==> src/design/msys_pkg.sv <==
// System shell package
// Address map, bus widths, request/response structs and the boot ROM contents

package msys_pkg;

  localparam int unsigned AddrWidth   = 32;
  localparam int unsigned DataWidth   = 32;
  localparam int unsigned BeWidth     = DataWidth / 8;
  localparam int unsigned RegionWidth = 16;
  localparam int unsigned OffsetWidth = AddrWidth - RegionWidth;
  localparam int unsigned ByteOffsetWidth = $clog2(BeWidth);

  localparam int unsigned NumCores = 4;

  typedef logic [AddrWidth-1:0] addr_t;
  typedef logic [DataWidth-1:0] data_t;
  typedef logic [BeWidth-1:0]   be_t;

  // Address map, every window is one 64 KiB region except L2
  localparam addr_t       L2BaseAddr   = 32'h8000_0000;
  localparam int unsigned L2NumWords   = 256;          // 1 KiB
  localparam int unsigned L2IdxWidth   = $clog2(L2NumWords);
  localparam addr_t       CtrlBaseAddr = 32'h4000_0000;
  localparam addr_t       BootBaseAddr = 32'hA000_0000;
  localparam int unsigned BootNumWords = 16;

  localparam int unsigned ExtTimeoutCycles = 16;
  localparam int unsigned TimerWidth       = $clog2(ExtTimeoutCycles + 1);

  localparam data_t ErrData       = 32'hBADC_AB1E;
  localparam addr_t TcdmStartAddr = 32'h0000_0000;

  // Control register offsets
  localparam logic [OffsetWidth-1:0] CtrlWakeOffset  = 16'h0000;
  localparam logic [OffsetWidth-1:0] CtrlEocOffset   = 16'h0004;
  localparam logic [OffsetWidth-1:0] CtrlTcdmOffset  = 16'h0008;
  localparam logic [OffsetWidth-1:0] CtrlCoresOffset = 16'h000C;

  typedef struct packed {
    logic [RegionWidth-1:0] region; // Compared against the map
    logic [OffsetWidth-1:0] offset; // Used inside local targets
  } addr_split_t;

  // Same address word, raw for the external port or split for decoding
  typedef union packed {
    addr_t       raw;
    addr_split_t split;
  } addr_u;

  typedef struct packed {
    addr_u addr;
    data_t wdata;
    be_t   be;
    logic  we;
  } bus_req_t;

  typedef struct packed {
    data_t rdata;
    logic  err;
  } bus_resp_t;

  typedef enum logic [1:0] {
    CtrlRegs,
    L2Mem,
    BootRom,
    External
  } target_e;

  // Boot ROM word i
  function automatic data_t boot_word(int unsigned i);
    return 32'hB007_0000 + data_t'(i);
  endfunction

  // Byte-enable merge of new data over an old word
  function automatic data_t apply_be(data_t old_word, data_t new_word, be_t be);
    data_t merged;
    merged = old_word;
    for (int b = 0; b < BeWidth; b++) begin
      if (be[b]) merged[8*b +: 8] = new_word[8*b +: 8];
    end
    return merged;
  endfunction

endpackage : msys_pkg

==> src/design/ctrl_regs.sv <==
// Control register block
// Core wake-up pulses, end-of-computation register and read-only constants
`timescale 1ns/1ps

module ctrl_regs (
  input  logic                          clk_i,
  input  logic                          rst_n_i,
  input  logic                          req_i,
  input  msys_pkg::bus_req_t            bus_i,
  output msys_pkg::bus_resp_t           resp_o,
  output logic [msys_pkg::NumCores-1:0] wake_up_o,
  output msys_pkg::data_t               eoc_o,
  output logic                          eoc_valid_o
);

  import msys_pkg::*;

  logic [NumCores-1:0]    wake_up_q;
  data_t                  eoc_q;
  bus_resp_t              resp_d;
  bus_resp_t              resp_q;
  logic [OffsetWidth-1:0] offset;

  assign offset = bus_i.addr.split.offset;

  // Read data and error decode
  always_comb begin
    resp_d.rdata = '0;
    resp_d.err   = 1'b0;
    case (offset)
      CtrlWakeOffset: ;                        // Write-only pulse, reads zero
      CtrlEocOffset:  resp_d.rdata = eoc_q;
      CtrlTcdmOffset: begin
        resp_d.rdata = TcdmStartAddr;
        resp_d.err   = bus_i.we;
      end
      CtrlCoresOffset: begin
        resp_d.rdata = data_t'(NumCores);
        resp_d.err   = bus_i.we;
      end
      default: resp_d.err = 1'b1;
    endcase
    if (resp_d.err) resp_d.rdata = ErrData;
  end

  always_ff @(posedge clk_i) begin
    if (!rst_n_i) begin
      wake_up_q <= '0;
      eoc_q     <= '0;
      resp_q    <= '0;
    end else begin
      wake_up_q <= '0;                         // Pulse lasts one cycle
      if (req_i) begin
        resp_q <= resp_d;
        if (bus_i.we && offset == CtrlWakeOffset && bus_i.be[0]) begin
          wake_up_q <= bus_i.wdata[NumCores-1:0];
        end
        if (bus_i.we && offset == CtrlEocOffset) begin
          eoc_q <= apply_be(eoc_q, bus_i.wdata, bus_i.be);
        end
      end
    end
  end

  assign resp_o      = resp_q;
  assign wake_up_o   = wake_up_q;
  assign eoc_o       = eoc_q;
  assign eoc_valid_o = eoc_q[0];

endmodule : ctrl_regs

==> config.mk <==
export PLATFORM = sky130hd
export DESIGN_NAME = ctrl_regs
export DESIGN_NICKNAME = d
export VERILOG_FILES = /design/src/design/msys_pkg.sv /design/src/design/ctrl_regs.sv
export SDC_FILE = /design/constraint.sdc
export NUM_CORES = 1
export LEC_CHECK = 0
export ABC_AREA = 1
export ABC_CLOCK_PERIOD_IN_PS = 2240
export BUFFER_PORTS_ARGS = -buffer_cell sky130_fd_sc_hd__buf_4
export CORE_AREA = 2 2 82 84
export DETAILED_ROUTE_END_ITERATION = 8
export DIE_AREA = 0 0 84 86
export GPL_TIMING_DRIVEN = 0
export MAX_ROUTING_LAYER = met4
export PLACE_DENSITY = 0.84
export REMOVE_ABC_BUFFERS = 1
export SYNTH_ARGS = -nofsm -noshare
export SYNTH_HDL_FRONTEND = slang
export SYNTH_SLANG_ARGS = --single-unit
==> constraint.sdc <==
create_clock -name clk_i -period 2.24 [get_ports clk_i]
set_clock_uncertainty 0.15 [all_clocks]
set_input_delay 0.336 -clock clk_i [delete_from_list [all_inputs] [get_ports clk_i]]
set_output_delay 0.336 -clock clk_i [all_outputs]
set_load 0.005 [all_outputs]
[Word level (Yosys, flattened, before mapping)]
Index checks and enable logic that the tools add are counted.
Widths: inputs -> output; s select.
Word-level totals
  bits in registers: 69
  output and inout port bits: 70
  logic and storage cells: 24
  input port bits: 72
Cells by class
  equality and inequality tests: 3
  muxes and demuxes: 3
  reduce and logical (&&, ||, !) cells: 11
Operators with widths (count)
  $pmux 32 s2: 1
  $eq 16x4->1 const B: 2
  $mux 32: 1
  $eq 16x3->1 const B: 1
  $logic_not 16->1: 1
  $reduce_and 3->1: 5
  $reduce_or 2->1: 2
  $logic_and 1x1->1: 3
  $pmux 1 s2: 1

[Logic depth before layout (Yosys ltp)]
  depth in word-level cells: 4
  mapped depth: 11
  mapped depth without buffers: 10

[Worst setup path before layout]
Ideal clock, no wire load.
  kind: input port to flip-flop
  start point: input port bus_i[44] in the netlist's numbering
  end point: register resp_q, in the netlist resp_o[10]
  cell stages on the path: 7
  buffers on the path: 1
  slack: 0.719 ns
  setup time: 0.132 ns
  arrival time: 1.239 ns
  path through: nor2_1 > nand2_1 > nor2_4 > nand2_4 > nand4_1 > buf_2 > a21oi_1
Between the ends
  word-level cells in the longest chain between the ends: 4
  elaborated cells between the ends (all ways): 9
Ends and longest elaborated chain
  start, declared: line ctrl_regs.sv:9  | input msys_pkg::bus_req_t bus_i,
  $eq 16x4->1 (tied with other cells): line ctrl_regs.sv:30  | case (offset)
  $reduce_or 2->1 (no line)
  $pmux 1 s2: line ctrl_regs.sv:30
  $mux 32 (*): line ctrl_regs.sv:43  | if (resp_d.err) resp_d.rdata = ErrData;
  end signal, assigned: line ctrl_regs.sv:54  | resp_q <= resp_d;
  end, declared: line ctrl_regs.sv:21  | bus_resp_t resp_q;
Mark *: on every way between the ends. The rest lies on a longest branch, timed or not.
A chain may end at the register's enable or synchronous reset.

[Final worst setup path]
  start point: input port bus_i[44] in the netlist's numbering
  end point: register eoc_q[14], in the netlist eoc_o[14]
Between the ends
  word-level cells in the longest chain between the ends: 3
Ends and longest elaborated chain
  $eq 16x3->1: line ctrl_regs.sv:58  | if (bus_i.we && offset == CtrlEocOffset) begin
  $logic_and 1x1->1: line ctrl_regs.sv:58
  $reduce_and 3->1 (no line)
  end signal, assigned: line ctrl_regs.sv:59  | eoc_q <= apply_be(eoc_q, bus_i.wdata, bus_i.be);
  end, declared: line ctrl_regs.sv:19  | data_t eoc_q;
Every way passes these cells.

==> run summary <==
Status -> completed
DR WL/cell -> 12.9 um
FMAX -> 0.512 GHz
Synth area leader -> dfxtp_1
CORE AREA -> 6280 um^2
Max VDD drop -> 0.000429 V
Critical Path RT -> 2.27 ns
CTS H-tree depth -> 3
Final non-filler cell area -> 3930 um^2
DRT Wirelength -> 7.56 mm
Commonest cells after routing, fill and taps aside -> 125 x buf_4, 73 x nor2_1, 69 x dfxtp_1
Clock share of power -> 37.9%
Hold Path Origin -> bus_i[7]
Number of max-cap violations -> 0
Grt total ovfl -> 0
PD cells -> 608 nW/um^2
Synth Cell Area -> 2810 um^2
Inst Count DP -> 569
Synth Area in Compound Gates -> 12.8%
Min-Delay Endpoint -> wake_up_o[2]
Tot GR Track Use -> 21.8%
DRC -> 0
Post-Synth XOR/XNOR Area -> 0%
Gate power share -> 9.0%
Post-DRT Antenna Nets -> 0
Post-CTS Setup Bufs -> 0
Share of the synthesized area in the top cell type -> 49.2%
Die Span X -> 84 um
Area share of fa/ha/maj cells after synthesis -> 0%
Post-synthesis mux area share -> 0%
Setup WS pre-CTS -> -0.0628 ns
Critical path startpoint category -> primary input
First-pass GRT wire length -> 12.3 mm
Hold Slack -> 0.0785 ns
Worst hold path depth -> 3
Die ar. -> 7220 um^2
Largest net degree at the start of global routing -> 56
Final setup viols -> 0
Tmin final -> 1.95 ns
RSZ-0062 raised after global routing -> false
DR iter-0 viols -> 185
First-pass detailed-route iteration total -> 4
Worst Path Max Fanout -> 25
Layout area overhead -> 40.0%
Main combinational cell family by area after synthesis -> simple AND/OR/NAND/NOR gates
CTS Sinks -> 69
Tot Pwr -> 2390 uW
Worst Hold Class -> primary input to flip-flop
R2R Setup Slk -> 1.27 ns
Synth Warn # -> 0
Vias in the first global route -> 2655
Synth Area in Simple Gates -> 29.1%
Filler instances -> 549
Max_slew headroom -> 36.9%
Dpl cell area -> 3750 um^2
Pleak -> 0.00172 uW
Row Count -> 29
Post-synthesis sequential area ratio -> 49.2%
Share of power burned in registers -> 53.1%
Port bufs -> 125
Worst reg2reg endpoint -> resp_o[3]
Cts hold-fix bufs -> 0
Post-Syn Area per Cell -> 7.27 um^2
Clock transition at path regs -> 0.07 ns
Fin cells -> 585
Commonest non-fill, non-tap cell in the layout -> buf_4
Psw -> 565 uW
Detailed Place HPWL -> 5.28 mm
Synth Register Bits -> 69
Post-CTS resize count -> 0
Setup CP Type -> primary input to flip-flop
Final #Nets -> 575
Root Buffer -> clkbuf_8
Pint -> 1820 uW
Clock Latency Late Sink -> 0.34 ns
Switching Fraction -> 23.6%
Initial antenna violation count -> 0
Synth Instances -> 386
DIE HEIGHT -> 86 um
Worst flop-to-flop path startpoint -> eoc_o[2]
Maximum root-to-sink buffer count -> 2
Via count -> 2886
Final-report max-slew violation count -> 0
# diodes -> 0
Yosys cell types -> 21
Final Hold Fails -> 0
Arr. time, crit path -> 1.99 ns
IO Count -> 142
FF-to-FF path depth -> 6
CP endpoint kind -> flip-flop
TritonCTS clock tree -> built
Layout cells sized above 1 -> 29.3%
Final worst-path cycle share -> 87.3%
Worst Max-Slew Pin Slew -> 0.945 ns
Starting Density -> 44.7%
CTS buffer count -> 9
Synth top area cells -> dfxtp_1 49%, nor2_1 9.8%, nand2_1 9.0%
Via/cell ratio -> 4.93
Gpl congestion -> 0.841
Final worst slack -> 0.285 ns
-- kinds of logic after synthesis --
family,count (synthesis)
compound gates,68
buf+inv,61
simple gates,188
flops,69
-- layout make-up --
cell class | count | area, um^2 | share of cell area (%)
flip-flops and latches | 69 | 1380 | 35.1
multi-input cells | 256 | 1180 | 30.0
repair buffers | 125 | 938 | 23.9
inverters | 42 | 158 | 4.01
clock buffers | 12 | 155 | 3.95
well taps | 77 | 96.3 | 2.45
clock inverters | 4 | 22.5 | 0.573
-- critical path, stage by stage --
cell and delay (ns):
buf_4 0.11, nor2_1 0.09, nand2_1 0.14, nor2_4 0.39, nand2_4 0.13, nor2_8 0.32
nand2_1 0.28, nand2_1 0.13, a21oi_1 0.06
-- cell usage after synthesis (all sizes together) --
cell type	n
nor2	77
dfxtp	69
nand2	68
a21oi	50
inv	38
nand3	37
clkbuf	10
o21ai	10
buf	9
a211oi	8
clkinv	4
nand4	4
and3	1
or2	1
-- state kept, by name, indices dropped and copies added (netlist names) --
signal	count
eoc_o	32
resp_o	33
wake_up_o	4
-- per-stage QoR --
| stage | TNS [ns] | utilization, % |
|---|---|---|
| floorplan | 0 | - |
| global placement | 0 | 59.8 |
| detailed placement | -0.444 | 59.8 |
| CTS | 0 | 62.6 |
| global route | 0 | 62.6 |
| finish | 0 | 62.6 |
-- layer usage --
layer	track usage (%)	vias to the layer above	wire length, um
li1	-	1467	-
met1	25.5	1332	3120
met2	36.3	78	3910
met3	5.68	9	416
met4	8.21	0	110
met5	-	-	0
-- power groups by stage --
| stage | Combinational (uW) | Sequential, uW | Clock (uW) |
|---|---|---|---|
| final | 215 | 1270 | 906 |
| after global placement | 211 | 1290 | 0 |
| after floorplan | 65.8 | 1300 | 0 |
| after CTS | 217 | 1270 | 926 |
| after global routing | 238 | 1270 | 979 |
| after detailed placement | 216 | 1300 | 0 |
-- how the worst max path moves through the flow --
stage	startpoint	end
2_1_floorplan	bus_i[44]	eoc_o[10]
4_1_cts	bus_i[44]	eoc_o[12]
6_report	bus_i[44]	eoc_o[14]
5_1_grt	bus_i[44]	resp_o[22]
3_3_place_gp	bus_i[38]	eoc_o[11]
3_5_place_dp	bus_i[44]	eoc_o[12]
Note: power is estimated with default switching activity, not from simulation.
