[src/design/msys_pkg.sv]
// System shell package
// Address map, bus widths, request/response structs and the boot ROM contents

package msys_pkg;

  localparam int unsigned AddrWidth   = 32;
  localparam int unsigned DataWidth   = 32;
  localparam int unsigned BeWidth     = DataWidth / 8;
  localparam int unsigned RegionWidth = 16;
  localparam int unsigned OffsetWidth = AddrWidth - RegionWidth;
  localparam int unsigned ByteOffsetWidth = $clog2(BeWidth);

  localparam int unsigned NumCores = 4;

  typedef logic [AddrWidth-1:0] addr_t;
  typedef logic [DataWidth-1:0] data_t;
  typedef logic [BeWidth-1:0]   be_t;

  // Address map, every window is one 64 KiB region except L2
  localparam addr_t       L2BaseAddr   = 32'h8000_0000;
  localparam int unsigned L2NumWords   = 256;          // 1 KiB
  localparam int unsigned L2IdxWidth   = $clog2(L2NumWords);
  localparam addr_t       CtrlBaseAddr = 32'h4000_0000;
  localparam addr_t       BootBaseAddr = 32'hA000_0000;
  localparam int unsigned BootNumWords = 16;

  localparam int unsigned ExtTimeoutCycles = 16;
  localparam int unsigned TimerWidth       = $clog2(ExtTimeoutCycles + 1);

  localparam data_t ErrData       = 32'hBADC_AB1E;
  localparam addr_t TcdmStartAddr = 32'h0000_0000;

  // Control register offsets
  localparam logic [OffsetWidth-1:0] CtrlWakeOffset  = 16'h0000;
  localparam logic [OffsetWidth-1:0] CtrlEocOffset   = 16'h0004;
  localparam logic [OffsetWidth-1:0] CtrlTcdmOffset  = 16'h0008;
  localparam logic [OffsetWidth-1:0] CtrlCoresOffset = 16'h000C;

  typedef struct packed {
    logic [RegionWidth-1:0] region; // Compared against the map
    logic [OffsetWidth-1:0] offset; // Used inside local targets
  } addr_split_t;

  // Same address word, raw for the external port or split for decoding
  typedef union packed {
    addr_t       raw;
    addr_split_t split;
  } addr_u;

  typedef struct packed {
    addr_u addr;
    data_t wdata;
    be_t   be;
    logic  we;
  } bus_req_t;

  typedef struct packed {
    data_t rdata;
    logic  err;
  } bus_resp_t;

  typedef enum logic [1:0] {
    CtrlRegs,
    L2Mem,
    BootRom,
    External
  } target_e;

  // Boot ROM word i
  function automatic data_t boot_word(int unsigned i);
    return 32'hB007_0000 + data_t'(i);
  endfunction

  // Byte-enable merge of new data over an old word
  function automatic data_t apply_be(data_t old_word, data_t new_word, be_t be);
    data_t merged;
    merged = old_word;
    for (int b = 0; b < BeWidth; b++) begin
      if (be[b]) merged[8*b +: 8] = new_word[8*b +: 8];
    end
    return merged;
  endfunction

endpackage : msys_pkg

[src/design/ext_timeout_timer.sv]
// External access timer
// Counts cycles spent waiting on the external port and flags a timeout
`timescale 1ns/1ps

module ext_timeout_timer (
  input  logic clk_i,
  input  logic rst_n_i,
  input  logic run_i,
  output logic timeout_o
);

  import msys_pkg::*;

  logic [TimerWidth-1:0] count_q;

  always_ff @(posedge clk_i) begin
    if (!rst_n_i) begin
      count_q <= '0;
    end else if (!run_i) begin
      count_q <= '0; // Idle between accesses
    end else if (count_q != TimerWidth'(ExtTimeoutCycles)) begin
      count_q <= count_q + 1'b1;
    end
  end

  // Saturates until run_i drops
  assign timeout_o = (count_q == TimerWidth'(ExtTimeoutCycles));

endmodule : ext_timeout_timer

[config.mk]
export PLATFORM = sky130hd
export DESIGN_NAME = ext_timeout_timer
export DESIGN_NICKNAME = d
export VERILOG_FILES = /design/src/design/msys_pkg.sv /design/src/design/ext_timeout_timer.sv
export SDC_FILE = /design/constraint.sdc
export NUM_CORES = 1
export LEC_CHECK = 0
export BUFFER_PORTS_ARGS = -buffer_cell sky130_fd_sc_hd__buf_2
export CAP_MARGIN = 25
export CORE_AREA = 2 2 39 41
export DETAILED_ROUTE_END_ITERATION = 7
export DIE_AREA = 0 0 41 43
export SKIP_CTS_REPAIR_TIMING = 1
export SLEW_MARGIN = 20
export SYNTH_ARGS = -nofsm -noshare
export SYNTH_HDL_FRONTEND = slang
export SYNTH_SLANG_ARGS = --single-unit
[constraint.sdc]
create_clock -name clk_i -period 1.67 [get_ports clk_i]
set_input_delay 0.167 -clock clk_i [delete_from_list [all_inputs] [get_ports clk_i]]
set_output_delay 0.167 -clock clk_i [all_outputs]
set_load 0.01 [all_outputs]
Yosys cells after proc, flatten, opt, wreduce, memory -nomap -nowiden --
Index checks and enable logic that the tools add are counted.
Storage, ports and cells: register bits after elaboration 5, output and inout port bits 1
Operators by class: eq/ne operators 2, reductions and logical operators 1, $add $sub $neg 1
Operators with widths (count):
- $add A5 B1 Y5 const B | 1
- $eq A5 B5 Y1 const B | 1
- $ne A5 B5 Y1 const B | 1
- $reduce_and A2 Y1 | 1

Longest topological paths before layout --
Gate-level depths: netlist (run 1).
word-level depth 1, mapped depth 6, depth with buffers taken out 5

Least setup slack after synthesis (run 1) --
OpenSTA, ideal clock, no wires.
path kind reg-to-reg, from register count_q[0], to register count_q[1], setup slack 0.474 ns, buffers on the path 1, clock period less this slack 1.196 ns, arrival 1.079 ns, required time 1.553 ns, stages on the path, launching flop included 7, library setup time 0.117 ns, cell sequence dfxtp_1 inv_1 ha_1 and4bb_2 buf_6 mux2i_1 nor2_1
Between the ends: longest elaborated chain between the ends 1
Ends and longest elaborated chain:
- from (decl) | line ext_timeout_timer.sv:14 | logic [TimerWidth-1:0] count_q;
- from (signal assigned) | line ext_timeout_timer.sv:22 | count_q <= count_q + 1'b1;
- $add A5 B1 Y5 / $ne A5 B5 Y1 (equally long branches) | line ext_timeout_timer.sv:22, ext_timeout_timer.sv:21
Parallel ways exist; a longest one is shown, timed or not. A chain may end at the register's enable or synchronous reset.

Worst setup path after layout (run 1) --
from register count_q[0], to output timeout_o
Between the ends: longest elaborated chain between the ends 1
Ends and longest elaborated chain:
- $eq A5 B5 Y1 | line ext_timeout_timer.sv:27 | assign timeout_o = (count_q == TimerWidth'(ExtTimeoutCycles));
- to (decl) | line ext_timeout_timer.sv:9 | output logic timeout_o
Every way passes these cells.

==> results of run 1 <==
-- logic make-up (layout without fill, tap and decap cells) --
group	count (synthesis)	count (layout)	synth area share (%)
buffers and inverters	3	9	7.94
multiplexers	1	1	4.23
XOR/XNOR	4	4	14.8
adder cells (fa/ha/maj)	2	2	10.6
flip-flops	5	5	42.3
AND/OR/NAND/NOR	9	9	20.1
-- through the flow --
stage	hold slack, ns	setup slack (ns)	cell area, µm²	instances
2_1_floorplan	0.372	0.474	236	24
3_3_place_gp	0.497	0.458	260	42
3_5_place_dp	0.506	0.467	260	42
4_1_cts	0.262	0.220	287	46
5_1_grt	0.293	0.170	287	46
6_report	0.261	0.241	287	46
-- critical path, cell delays in order (launching register included) --
cell and delay, ns:
dfxtp_1 0.34, inv_1 0.08, ha_1 0.18, and4bb_2 0.27
buf_2 0.15
-- cell type report --
| cell class | instances | area share, % |
|---|---|---|
| inverters | 2 | 2.62 |
| clock buffers | 4 | 9.17 |
| well taps | 16 | 6.99 |
| flip-flops and latches | 5 | 34.9 |
| multi-input cells | 16 | 41.0 |
| repair buffers | 3 | 5.24 |
-- cell usage after synthesis --
cell type  instances
inv_1              2
buf_6              1
nor3_1             2
nand3_1            2
nor2_1             3
dfxtp_1            5
nand2_1            1
ha_1               2
xnor2_1            2
mux2i_1            1
xor2_1             2
and4bb_2           1
-- power groups by stage --
stage / clock (W) / combinational [W] / sequential [W]
final: 0.000138 / 0.0000112 / 0.000124
after global routing: 0.000153 / 0.0000131 / 0.000124
after CTS: 0.000146 / 0.0000115 / 0.000124
after detailed placement: 0 / 0.0000114 / 0.000126
after global placement: 0 / 0.0000115 / 0.000126
after floorplan: 0 / 0.00000780 / 0.000126
-- layer usage --
metal / up-vias / track usage, % / routed length, µm
met2: 6 / 7.19 / 154
met1: 73 / 4.87 / 159
met3: 0 / 6.81 / 38
met5: - / 0 / 0
met4: 0 / 4.00 / 0
li1: 89 / - / -
-- worst paths after layout --
check	start	endpoint	slack, ns	cells after the start
hold reg to reg	count_q[4]	count_q[4]	0.52	2
hold / removal	run_i	count_q[4]	0.26	3
setup reg to reg	count_q[0]	count_q[1]	0.46	5
setup / recovery	count_q[0]	timeout_o	0.24	4
==> metrics.yaml, run 1 <==
critical_path:
  cp.arrival_ns: 1.26
  cp_max_fo: 5
  critPathCaptureType: "output port"
  required_ns: 1.50
  start_kind: "flip-flop"
  crit_type: "flip-flop to output port"
placed_design:
  gp_congestion: 0.695
  io_buffer_count: 3
cells_and_area:
  area_delta_synth_final_pct: 21.2
  final_net_count: 36
  register_area_um2: 100
  drive_above_1_share_pct: 23.3
  n_antenna_cell: 0
  nFillCells: 156
  top_register: "count_q"
  layout_common_cells: "dfxtp_1 (5), nor2_1 (3), clkbuf_4 (3), buf_2 (3)"
  reg.largest.list: "count_q (5)"
  multiInputGateArea_um2: 118
  layout_commonest_cell: "dfxtp_1"
  largest_register_ff_count: 5
  final_util_pct: 20.7
global_route:
  grt_pass1_wl_um: 614
  grt_max_degree: 6
  grt_usage_pct: 5.74
  globalRouteOverflowTotal: 0
  antenna_found_initial: 0
  grt_pass1_vias: 172
timing:
  clock_skew_ns: 0.00471
  rsz0062_at_grt: "false"
  setup_tns_ns: 0
  fin_crit_ns: 1.43
  hold_viol: 0
  drv_slew: 0
  tightest_slew_ns: 0.167
  achievable-frequency_mhz: 700
  setup_viol: 0
  max_slew_margin_pct: 88.8
  fin_crit_sh_pct: 85.6
route:
  antenna_left: 0
  viasPerCell: 3.65
  drc_errors: 0
  wire_per_inst_um: 7.65
  dr.pass1.iters: 1
  wl_um: 352
  via_count: 168
  drt_iter0_drc: 0
floorplanning:
  die_x_um: 41
  die_h_um: 43
  initial_utilization_pct: 17.1
  die_area_mm2: 0.00176
  core_region_area_mm2: 0.00138
  rows: 14
  ioPinCount: 4
power:
  vdd_drop_max_uv: 352
  total_power_w: 0.000273
  comb_power_share_pct: 4.1
  swShare_pct: 20.3
  p_leak_nw: 0.112
  clkPwrFrac_pct: 50.5
  p_sw_w: 0.0000555
  power_density_mw_per_mm2: 954
  p_int_w: 0.000218
  seqPwrFrac_pct: 45.4
clock_network:
  numCtsBuffers: 3
  clock_sinks: 5
  clock_latency_ns: 0.24
  cts_max_level: 1
  cts.clk_slew.worst_paths_ns: 0.05
  cts_tree: "yes"
  clockRootBuffer: "clkbuf_4"
  clockBufferDepth: 2
yosys:
  synth_cell_types: 12
  synth_area_um2: 236
  yosysTopAreaCell: "dfxtp_1"
  synth-seq-area-share_pct: 42.3
  synth.net_count: 29
  synth_seq_cells: 5
  synth_area_per_cell_um2: 9.85
  synth_cells: 24
  ys_warn_count: 0
  yosysTopAreaCellShare_pct: 42.3
  ys_top_cells_by_area: "dfxtp_1 (42%), ha_1 (11%), xnor2_1 (7.4%)"
outcome:
  status: "completed"
run:
  drv_cap: 0
hold_path:
  hp-class: "primary input to flip-flop"
Power figures use the tool's default switching activity.
==> run 2, diff against run 1 <==
--- a/config.mk
+++ b/config.mk
@@ -7,9 +7,12 @@
 export LEC_CHECK = 0
 export BUFFER_PORTS_ARGS = -buffer_cell sky130_fd_sc_hd__buf_2
 export CAP_MARGIN = 25
+export CELL_PAD_IN_SITES_DETAIL_PLACEMENT = 1
+export CELL_PAD_IN_SITES_GLOBAL_PLACEMENT = 1
 export CORE_AREA = 2 2 39 41
 export DETAILED_ROUTE_END_ITERATION = 7
 export DIE_AREA = 0 0 41 43
+export PLACE_DENSITY_LB_ADDON = 0.1
 export SKIP_CTS_REPAIR_TIMING = 1
 export SLEW_MARGIN = 20
 export SYNTH_ARGS = -nofsm -noshare
==> run 2 against run 1 <==
Flip-flop and latch count unchanged; clock power about the same; combinational power increased by 9.8%; final area unchanged; highest routed layer unchanged; critical endpoint unchanged; first-iteration DRC count increased by 2; critical path depth unchanged; routed wire length increased by 25%; critical path type unchanged; via count increased by 7.1%; die area unchanged; sequential power about the same; largest cell class unchanged; non-clock buffer count unchanged; clock-buffer cell count unchanged.
==> metrics.yaml, run 2 (synthesis results as in run 1) <==
timing:
  achievable-frequency_mhz: 687
  clock_skew_ns: 0.00192
  max_slew_margin_pct: 87.8
  setup_tns_ns: 0
  fin_crit_sh_pct: 87.2
  setup_viol: 0
  whs_ns: 0.279
  rsz0062_at_grt: "false"
  drv_slew: 0
  hold_viol: 0
  tightest_slew_ns: 0.182
  fin_crit_ns: 1.46
cells_and_area:
  top_register: "count_q"
  drive_above_1_share_pct: 23.3
  n_antenna_cell: 0
  layout_common_cells: "dfxtp_1 (5), nor2_1 (3), clkbuf_4 (3), buf_2 (3)"
  area_delta_synth_final_pct: 21.2
  largest_register_ff_count: 5
  final_net_count: 36
  layout_commonest_cell: "dfxtp_1"
  fin_cells: 46
  final_area_um2: 287
  reg.largest.list: "count_q (5)"
global_route:
  grt_pass1_vias: 184
  grt_pass1_wl_um: 752
  globalRouteOverflowTotal: 0
  grt_usage_pct: 7.03
  antenna_found_initial: 0
  grt_max_degree: 6
floorplanning:
  initial_utilization_pct: 17.1
  die_h_um: 43
  die_area_mm2: 0.00176
  ioPinCount: 4
  die_x_um: 41
  rows: 14
  core_region_area_mm2: 0.00138
critical_path:
  required_ns: 1.50
  cp.arrival_ns: 1.29
  crit_type: "flip-flop to output port"
  critPathCaptureType: "output port"
  start_kind: "flip-flop"
  cp_max_fo: 5
hold_path:
  hp-class: "primary input to flip-flop"
outcome:
  status: "completed"
power:
  vdd_drop_max_uv: 294
  swShare_pct: 21.0
  p_leak_nw: 0.112
  power_density_mw_per_mm2: 964
  clkPwrFrac_pct: 50.5
  p_sw_w: 0.0000579
  seqPwrFrac_pct: 45.1
  comb_power_share_pct: 4.4
  p_int_w: 0.000218
clock_network:
  cts_tree: "yes"
  clock_latency_ns: 0.24
  cts.clk_slew.worst_paths_ns: 0.04
  clockRootBuffer: "clkbuf_4"
  numCtsBuffers: 3
  clock_sinks: 5
  cts_max_level: 1
  clockBufferDepth: 2
placed_design:
  place_area_um2: 260
  gp_congestion: 0.561
  dp.cells: 42
  dpl.hpwl_um: 343
  io_buffer_count: 3
route:
  via_count: 180
  viasPerCell: 3.91
  drc_errors: 0
  antenna_left: 0
  wire_per_inst_um: 9.57
  dr.pass1.iters: 2
  wl_um: 440
  drt_iter0_drc: 2
run:
  drv_cap: 0
[run 2: metrics by stage]
stage | worst slack, ns | total power (W) | util, %
finish | 0.214 | 0.000276 | 20.7
global route | 0.133 | 0.000294 | 20.7
CTS | 0.208 | 0.000281 | 20.7
detailed placement | 0.433 | 0.000139 | 18.8
global placement | 0.430 | 0.000139 | 18.8
floorplan | 0.474 | 0.000134 | -
[run 2: worst max-delay path, stage by stage, from the launching register on]
cell,delay (ns)
dfxtp_1,0.35
inv_1,0.08
ha_1,0.19
and4bb_2,0.27
buf_2,0.16
[run 2: path summary, 6_finish.rpt]
path / endpoint / slack [ns] / cells after the start / startpoint
setup / recovery: timeout_o / 0.21 / 4 / count_q[0]
hold / removal: count_q[1] / 0.28 / 3 / run_i
setup reg to reg: count_q[1] / 0.42 / 5 / count_q[0]
hold reg to reg: count_q[4] / 0.51 / 2 / count_q[4]
[run 2: area by class of cell]
type	count	area [µm²]
Clock buffer	4	26.3
Fill cell	163	1100
Inverter	2	7.51
Multi-Input combinational cell	16	118
Sequential cell	5	100
Tap cell	16	20.0
Timing Repair Buffer	3	15.0
[run 2: metal layers]
metal,track usage [%],part of all wire [%],vias up
li1,-,-,89
met1,7.72,45,85
met2,8.75,47,6
met3,4.71,8.0,0
met4,6.00,0,0
met5,0,0,-
[run 2: power groups by stage]
| stage | Clock, W | Combinational, W | Sequential [W] |
|---|---|---|---|
| 2_1_floorplan | 0 | 0.00000780 | 0.000126 |
| 3_3_place_gp | 0 | 0.0000119 | 0.000127 |
| 3_5_place_dp | 0 | 0.0000125 | 0.000127 |
| 4_1_cts | 0.000144 | 0.0000126 | 0.000124 |
| 5_1_grt | 0.000155 | 0.0000147 | 0.000125 |
| 6_report | 0.000139 | 0.0000123 | 0.000124 |
