==> src/design/msys_pkg.sv <==
// System shell package
// Address map, bus widths, request/response structs and the boot ROM contents

package msys_pkg;

  localparam int unsigned AddrWidth   = 32;
  localparam int unsigned DataWidth   = 32;
  localparam int unsigned BeWidth     = DataWidth / 8;
  localparam int unsigned RegionWidth = 16;
  localparam int unsigned OffsetWidth = AddrWidth - RegionWidth;
  localparam int unsigned ByteOffsetWidth = $clog2(BeWidth);

  localparam int unsigned NumCores = 4;

  typedef logic [AddrWidth-1:0] addr_t;
  typedef logic [DataWidth-1:0] data_t;
  typedef logic [BeWidth-1:0]   be_t;

  // Address map, every window is one 64 KiB region except L2
  localparam addr_t       L2BaseAddr   = 32'h8000_0000;
  localparam int unsigned L2NumWords   = 256;          // 1 KiB
  localparam int unsigned L2IdxWidth   = $clog2(L2NumWords);
  localparam addr_t       CtrlBaseAddr = 32'h4000_0000;
  localparam addr_t       BootBaseAddr = 32'hA000_0000;
  localparam int unsigned BootNumWords = 16;

  localparam int unsigned ExtTimeoutCycles = 16;
  localparam int unsigned TimerWidth       = $clog2(ExtTimeoutCycles + 1);

  localparam data_t ErrData       = 32'hBADC_AB1E;
  localparam addr_t TcdmStartAddr = 32'h0000_0000;

  // Control register offsets
  localparam logic [OffsetWidth-1:0] CtrlWakeOffset  = 16'h0000;
  localparam logic [OffsetWidth-1:0] CtrlEocOffset   = 16'h0004;
  localparam logic [OffsetWidth-1:0] CtrlTcdmOffset  = 16'h0008;
  localparam logic [OffsetWidth-1:0] CtrlCoresOffset = 16'h000C;

  typedef struct packed {
    logic [RegionWidth-1:0] region; // Compared against the map
    logic [OffsetWidth-1:0] offset; // Used inside local targets
  } addr_split_t;

  // Same address word, raw for the external port or split for decoding
  typedef union packed {
    addr_t       raw;
    addr_split_t split;
  } addr_u;

  typedef struct packed {
    addr_u addr;
    data_t wdata;
    be_t   be;
    logic  we;
  } bus_req_t;

  typedef struct packed {
    data_t rdata;
    logic  err;
  } bus_resp_t;

  typedef enum logic [1:0] {
    CtrlRegs,
    L2Mem,
    BootRom,
    External
  } target_e;

  // Boot ROM word i
  function automatic data_t boot_word(int unsigned i);
    return 32'hB007_0000 + data_t'(i);
  endfunction

  // Byte-enable merge of new data over an old word
  function automatic data_t apply_be(data_t old_word, data_t new_word, be_t be);
    data_t merged;
    merged = old_word;
    for (int b = 0; b < BeWidth; b++) begin
      if (be[b]) merged[8*b +: 8] = new_word[8*b +: 8];
    end
    return merged;
  endfunction

endpackage : msys_pkg

==> src/design/bus_router.sv <==
// Host bus router
// Decodes the host address, strobes one local target or runs the external
// four-phase handshake, then holds the response until the host releases req
`timescale 1ns/1ps

module bus_router (
  input  logic                clk_i,
  input  logic                rst_n_i,
  // Host port
  input  logic                req_i,
  input  msys_pkg::bus_req_t  host_req_i,
  output logic                ack_o,
  output msys_pkg::bus_resp_t host_resp_o,
  output logic                busy_o,
  // External master port
  output logic                ext_req_o,
  output msys_pkg::bus_req_t  ext_bus_o,
  input  logic                ext_ack_i,
  input  msys_pkg::bus_resp_t ext_resp_i,
  input  logic                timeout_i,
  // Local targets
  output logic                mem_req_o,
  output logic                rom_req_o,
  output logic                reg_req_o,
  output msys_pkg::bus_req_t  loc_bus_o,
  input  msys_pkg::bus_resp_t mem_resp_i,
  input  msys_pkg::bus_resp_t rom_resp_i,
  input  msys_pkg::bus_resp_t reg_resp_i
);

  import msys_pkg::*;

  typedef enum logic [2:0] {
    Idle,
    Access,
    ExtWait,
    ExtRelease,
    Respond
  } state_e;

  state_e    state_q;
  bus_req_t  req_q;
  target_e   target_q;
  target_e   req_target;
  bus_resp_t resp_q;
  bus_resp_t loc_resp;
  logic      mem_req_q;
  logic      rom_req_q;
  logic      reg_req_q;
  logic      strobe_q;

  // Address map, anything unmatched goes out of the system
  function automatic target_e decode(addr_u addr);
    if (addr.split.region == CtrlBaseAddr[AddrWidth-1 -: RegionWidth]) begin
      return CtrlRegs;
    end else if (addr.split.region == BootBaseAddr[AddrWidth-1 -: RegionWidth]) begin
      return BootRom;
    end else if (addr.split.region == L2BaseAddr[AddrWidth-1 -: RegionWidth] &&
                 addr.split.offset < OffsetWidth'(L2NumWords * BeWidth)) begin
      return L2Mem;
    end
    return External;
  endfunction

  assign req_target = decode(host_req_i.addr);
  assign strobe_q   = mem_req_q | rom_req_q | reg_req_q;

  always_comb begin
    case (target_q)
      L2Mem:   loc_resp = mem_resp_i;
      BootRom: loc_resp = rom_resp_i;
      default: loc_resp = reg_resp_i;
    endcase
  end

  // Control path
  always_ff @(posedge clk_i) begin
    if (!rst_n_i) begin
      state_q   <= Idle;
      mem_req_q <= 1'b0;
      rom_req_q <= 1'b0;
      reg_req_q <= 1'b0;
    end else begin
      mem_req_q <= 1'b0; // Strobes last a single cycle
      rom_req_q <= 1'b0;
      reg_req_q <= 1'b0;
      case (state_q)
        Idle: begin
          if (req_i) begin
            state_q   <= (req_target == External) ? ExtWait : Access;
            mem_req_q <= (req_target == L2Mem);
            rom_req_q <= (req_target == BootRom);
            reg_req_q <= (req_target == CtrlRegs);
          end
        end
        Access: begin
          if (!strobe_q) state_q <= Respond; // Target answered this cycle
        end
        ExtWait: begin
          if (ext_ack_i || timeout_i) state_q <= ExtRelease;
        end
        ExtRelease: begin
          if (!ext_ack_i) state_q <= Respond;
        end
        Respond: begin
          if (!req_i) state_q <= Idle;
        end
        default: state_q <= Idle;
      endcase
    end
  end

  // Request and response payload
  always_ff @(posedge clk_i) begin
    if (state_q == Idle && req_i) begin
      req_q    <= host_req_i;
      target_q <= req_target;
    end
    if (state_q == Access && !strobe_q) resp_q <= loc_resp;
    if (state_q == ExtWait) begin
      if (ext_ack_i) begin
        resp_q <= ext_resp_i;
      end else if (timeout_i) begin
        resp_q.rdata <= ErrData;
        resp_q.err   <= 1'b1;
      end
    end
  end

  assign ack_o       = (state_q == Respond);
  assign busy_o      = (state_q != Idle);
  assign host_resp_o = resp_q;
  assign ext_req_o   = (state_q == ExtWait);
  assign ext_bus_o   = req_q;   // Raw address passes through unchanged
  assign loc_bus_o   = req_q;
  assign mem_req_o   = mem_req_q;
  assign rom_req_o   = rom_req_q;
  assign reg_req_o   = reg_req_q;

endmodule : bus_router

==> config.mk <==
export PLATFORM = sky130hd
export DESIGN_NAME = bus_router
export DESIGN_NICKNAME = d
export VERILOG_FILES = /design/src/design/msys_pkg.sv /design/src/design/bus_router.sv
export SDC_FILE = /design/constraint.sdc
export NUM_CORES = 1
export LEC_CHECK = 0
export BUFFER_PORTS_ARGS = -buffer_cell sky130_fd_sc_hd__buf_2
export CAP_MARGIN = 0
export CORE_AREA = 2 2 150 152
export CTS_BUF_LIST = sky130_fd_sc_hd__clkbuf_16
export DETAILED_ROUTE_END_ITERATION = 16
export DIE_AREA = 0 0 152 154
export PLACE_DENSITY = 0.59
export SLEW_MARGIN = 20
export SYNTH_ARGS = -nofsm -noshare
export SYNTH_HDL_FRONTEND = slang
export SYNTH_SLANG_ARGS = --single-unit
==> constraint.sdc <==
create_clock -name clk_i -period 3.97 [get_ports clk_i]
set_clock_uncertainty 0.2 [all_clocks]
set_input_delay 0.1985 -clock clk_i [delete_from_list [all_inputs] [get_ports clk_i]]
set_output_delay 0.1985 -clock clk_i [all_outputs]
set_load 0.03 [all_outputs]
; ---- Word-level counts from Yosys, hierarchy flattened
; Cells that the tools add are included.
; Widths: inputs -> output; s select.
[classes]
order_cmp = 1
eq_ne = 17
muxes = 19
bitwise = 2
n_reduce_logical = 10
[ops]
columns = op, n
row1 = $mux 33, 4
row2 = $pmux 33 s2, 1
row3 = $eq 16x16->1 const B, 2
row4 = $eq 16x15->1 const B, 1
row5 = $lt 16x11->1 const B, 1
row6 = $mux 3, 5
row7 = $pmux 3 s5, 1
row8 = $mux 2, 5
row9 = $ne 2x2->1 const B, 4
row10 = $eq 2x2->1 const B, 3
row11 = $eq 3x2->1 const B, 2
row12 = $reduce_and 5->1, 1
row13 = $eq 2x1->1 const B, 2
row14 = $eq 3x1->1 const B, 1
row15 = $eq 3x3->1 const B, 1
row16 = $logic_and 1x1->1, 3
row17 = $logic_not 3->1, 1
row18 = $mux 1, 3
row19 = $reduce_and 3->1, 1
row20 = $reduce_bool 3->1, 1
row21 = $logic_not 2->1, 1
row22 = $ne 2x1->1 const B, 1
row23 = $or 1x1->1, 2
row24 = $logic_not 1->1, 1
row25 = $logic_or 1x1->1, 1
[totals]
reg_bits = 110
in_bits = 206
out_inout_bits = 177
word_cells = 60

; ---- Logic depth before layout (Yosys ltp)
[depth]
ltp_word = 10
ltp_mapped = 8
ltp_nobuf = 6

; ---- Worst setup path after synthesis
; Ideal clock, no wire load.
[synth_timing]
kind = reg2reg
startpoint = reg state_q[0]
endpoint = reg mem_req_q, in the netlist mem_req_o
setup_time_ns = 0.074
arrival_time_ns = 2.816
t_required_ns = 3.696
setup_slack_ns = 0.880
stages_incl_launch_ff = 5
n_path_buf = 0
period_less_slack_ns = 3.090
cell_sequence = dfxtp_1 -> nor2_1 -> and3_1 -> nand3_1 -> nor2_1
[synth_via]
elab_chain_len = 2
[synth_lines]
columns = item, line
row1 = from (decl), bus_router.sv:41  ; state_e state_q;
row2 = from (signal assigned), bus_router.sv:79  ; state_q <= Idle;
row3 = from (signal assigned), bus_router.sv:90  ; state_q <= (req_target == External) ? ExtWait : Access;
row4 = from (signal assigned), bus_router.sv:97  ; if (!strobe_q) state_q <= Respond;
row5 = $logic_not 3->1, bus_router.sv:87  ; case (state_q)
row6 = $reduce_and 3->1 (no source line), --
row7 = to (signal assigned), bus_router.sv:91  ; mem_req_q <= (req_target == L2Mem);
row8 = to (decl), bus_router.sv:47  ; logic mem_req_q;
; Every way passes these cells.
; A chain may end at the register's enable or synchronous reset.

; ---- Final worst setup path
[layout_timing]
startpoint = reg target_q[1]
endpoint = reg resp_q (netlist bit host_resp_o[31])
[layout_via]
elab_chain_len = 6
elab_cells_between_ends = 7
cone_classes = eq/ne (2) / mux (5)
[layout_lines]
columns = item, line
row1 = from (decl), bus_router.sv:43  ; target_e target_q;
row2 = from (signal assigned), bus_router.sv:117  ; target_q <= req_target;
row3 = $eq 2x2->1 / $eq 2x1->1 (equally long branches), bus_router.sv:69  ; case (target_q)
row4 = $pmux 33 s2 *, bus_router.sv:69
row5 = $mux 33 *, bus_router.sv:119  ; if (state_q == Access && !strobe_q) resp_q <= loc_resp;
row6 = $mux 33, bus_router.sv:123  ; end else if (timeout_i) begin
row7 = $mux 33, bus_router.sv:121  ; if (ext_ack_i) begin
row8 = $mux 33 *, bus_router.sv:120  ; if (state_q == ExtWait) begin
row9 = to (signal assigned), bus_router.sv:119
row10 = to (signal assigned), bus_router.sv:122  ; resp_q <= ext_resp_i;
row11 = to (decl), bus_router.sv:45  ; bus_resp_t resp_q;
; Every way passes the cells marked *; elsewhere a longest branch is shown, timed or not.

==> impl_metrics.yaml <==
status:
  status: "finished clean"
logic_synthesis:
  synthTopCellsByArea: "edfxtp_1 42%, dfxtp_1 15%, buf_4 10%"
  synthArstFlopShare: 0
  ys_warn_count: 0
  synth_simple_gate_area_frac: 0.0937
  synthAdderAreaFrac: 0.00496
  ys_types: 39
  synth_flop_cell: "edfxtp_1"
  synth_top_family_by_area: "compound AO/OA/AOI/OAI gates"
  syn_avg_cell_area_um2: 11.1
  mappedNetlistArea_mm2: 0.00505
  synth_compound_area_frac: 0.132
  synth.area.mux_share: 0.0654
  ys_seq_elements: 110
  syn-num-nets: 663
  synthCells: 455
  synth_top_area_frac: 0.422
  synth_area_leader_cell: "edfxtp_1"
  synth_xor_area_frac: 0
  ys_top_cells_by_count: "71 x edfxtp_1, 69 x buf_4, 51 x nand2_1"
  synth-edff-count: 71
  synth.most_common_cell: "edfxtp_1"
  ys_seq_area_frac: 0.577
global_routing:
  grt_overflow: 0
  antenna_found_initial: 2
  grt_pass1_wl_mm: 27.7
  grt_usage: 0.157
  grt_max_degree: 73
  first_global_vias: 4891
floorplanning:
  pin_count: 383
  core_area_mm2: 0.0217
  dieHeight_um: 154
  fp-row-count: 54
  dieArea_mm2: 0.0234
  initial_core_util: 0.233
  die_w_um: 152
route:
  drt-initial-drc-count: 226
  routedWlPerCell_um: 17.0
  routed_wl_mm: 19.4
  vias: 4960
  drcViolationCount: 0
  dr.pass1.iters: 4
  vias_per_cell: 4.34
  final_antenna_net_count: 0
sta:
  clock.fmax_ghz: 0.360
  relSlewSlack: 0.305
  hold_viol_final: 0
  setup_tns_ps: 0
  grt_setup_unrepaired: "false"
  fin_crit_ps: 2780
  setup_violations: 0
  min_period_over_period: 0.700
  drv_slew: 0
  worstMarginPinSlew_ps: 1040
layout:
  final_util: 0.371
  area_growth_pct: 59.5
  drive_gt1_frac: 0.471
  final_nets: 1067
  antenna_cells: 0
power:
  vdd_drop_max_uv: 273
  report.power.total_uw: 4270
  p_leak_uw: 0.00383
  cellPowerDensity_mw_per_mm2: 531
clocking:
  tritoncts: "yes"
  root_buffer: "clkbuf_16"
  clk_pin_slew_ps: 80
  cts_sinks: 110
  cts_resized: 0
  htreeDepth: 3
  cts_setup_buffers: 0
  insertion_delay_ps: 350
  cts_hold_buf: 104
  ctsLongestPathBuffers: 2
  numCtsBuffers: 9
place:
  io_buffers: 382
  gp_congestion: 0.869
  place_hpwl_mm: 14.4
worst_hold_path:
  hold_path_depth: 5
  holdPathEnd: "host_resp_o[6]"
  min_path_type: "primary input to flop"
  min_from: "reg_resp_i[6]"
worst_setup_path:
  worstReg2RegStart: "target_q[1]"
  crit_path_start_kind: "flop"
  end_kind: "flop"
  crit_fanout: 66
  crit_arrival_ps: 2820
  cp.required_ps: 4020
  reg2reg_depth: 5
  regToRegSetupSlack_ps: 1190
  rr_endpoint: "host_resp_o[31]"
  critPathKind: "flop to flop"
flow_run:
  drv_cap: 0
-- worst max-delay path by stage --
stage / startpoint / to / cells past startpoint
after floorplan: state_q[0] / mem_req_o / 4
after global placement: target_q[1] / host_resp_o[13] / 4
after detailed placement: target_q[1] / host_resp_o[10] / 4
after CTS: target_q[1] / host_resp_o[31] / 5
after global routing: target_q[1] / host_resp_o[31] / 5
final: target_q[1] / host_resp_o[31] / 5
-- kinds of logic after synthesis --
group           count (synthesis)
buf+inv                        98
mux                            33
compound gates                110
simple gates                  102
flops                         110
fa+ha+maj                       2
-- flip-flops by register name, summed over array words and instances, names as in the netlist --
signal       flops
ext_bus_o       69
host_resp_o     33
state_q          3
target_q         2
mem_req_o        1
reg_req_o        1
rom_req_o        1
-- stage by stage --
stage | std cells | area, µm² | setup WS (ps) | hold slack (ps)
6_report | 1144 | 8050 | 1190 | 18.8
3_5_place_dp | 1024 | 6710 | 1570 | 177
4_1_cts | 1144 | 8040 | 1150 | 1.04
5_1_grt | 1144 | 8050 | 1000 | 22.8
2_1_floorplan | 455 | 5050 | 880 | 97.4
3_3_place_gp | 1024 | 6710 | 1590 | 176
-- worst max-delay path, cell delays in order (launching register included) --
cell and delay (ps):
edfxtp_1 400, ha_2 1010, o21ai_0 220, mux2i_1 160, o21ai_1 70, dlygate4sd3_1 570
-- routing by layer --
layer  vias up  GRT usage  wire (µm)
li1       2375          -          -
met1      2262      0.170       7270
met2       291      0.280       9760
met3        28     0.0586       1860
met4         4     0.0556        474
met5         -          0         29
-- cells in the final DEF (no fill, tap or decap), types with 2 or more instances in the layout --
master	Yosys	layout
nand2b_1	2	2
inv_6	0	4
edfxtp_1	71	71
nor2_1	26	26
dlygate4sd3_1	0	104
a22oi_1	33	33
dfxtp_1	39	39
o21ai_0	35	34
buf_4	69	2
nand2_1	51	51
nor4b_1	2	2
o21a_1	2	2
o21ai_1	13	13
nor4_1	3	3
nand3_1	3	3
inv_1	2	2
clkbuf_16	0	9
buf_2	4	382
mux2i_1	33	33
a21oi_1	20	20
a211oi_1	2	2
nor2b_1	2	2
nor3_1	2	2
-- cell type report --
cell class	instances	area, µm²
multi-input combinational	247	1520
tap	280	350
clock inverter	7	67.6
inverter	3	11.3
clock buffer	9	225
timing repair buffer	488	2970
sequential	110	2910
fill	2152	13600
-- where the power goes --
group / switching, µW / internal (µW) / total (µW)
Sequential: 158 / 1520 / 1680
Combinational: 1150 / 531 / 1680
Clock: 465 / 448 / 913
(Power assumes the default switching activity.)
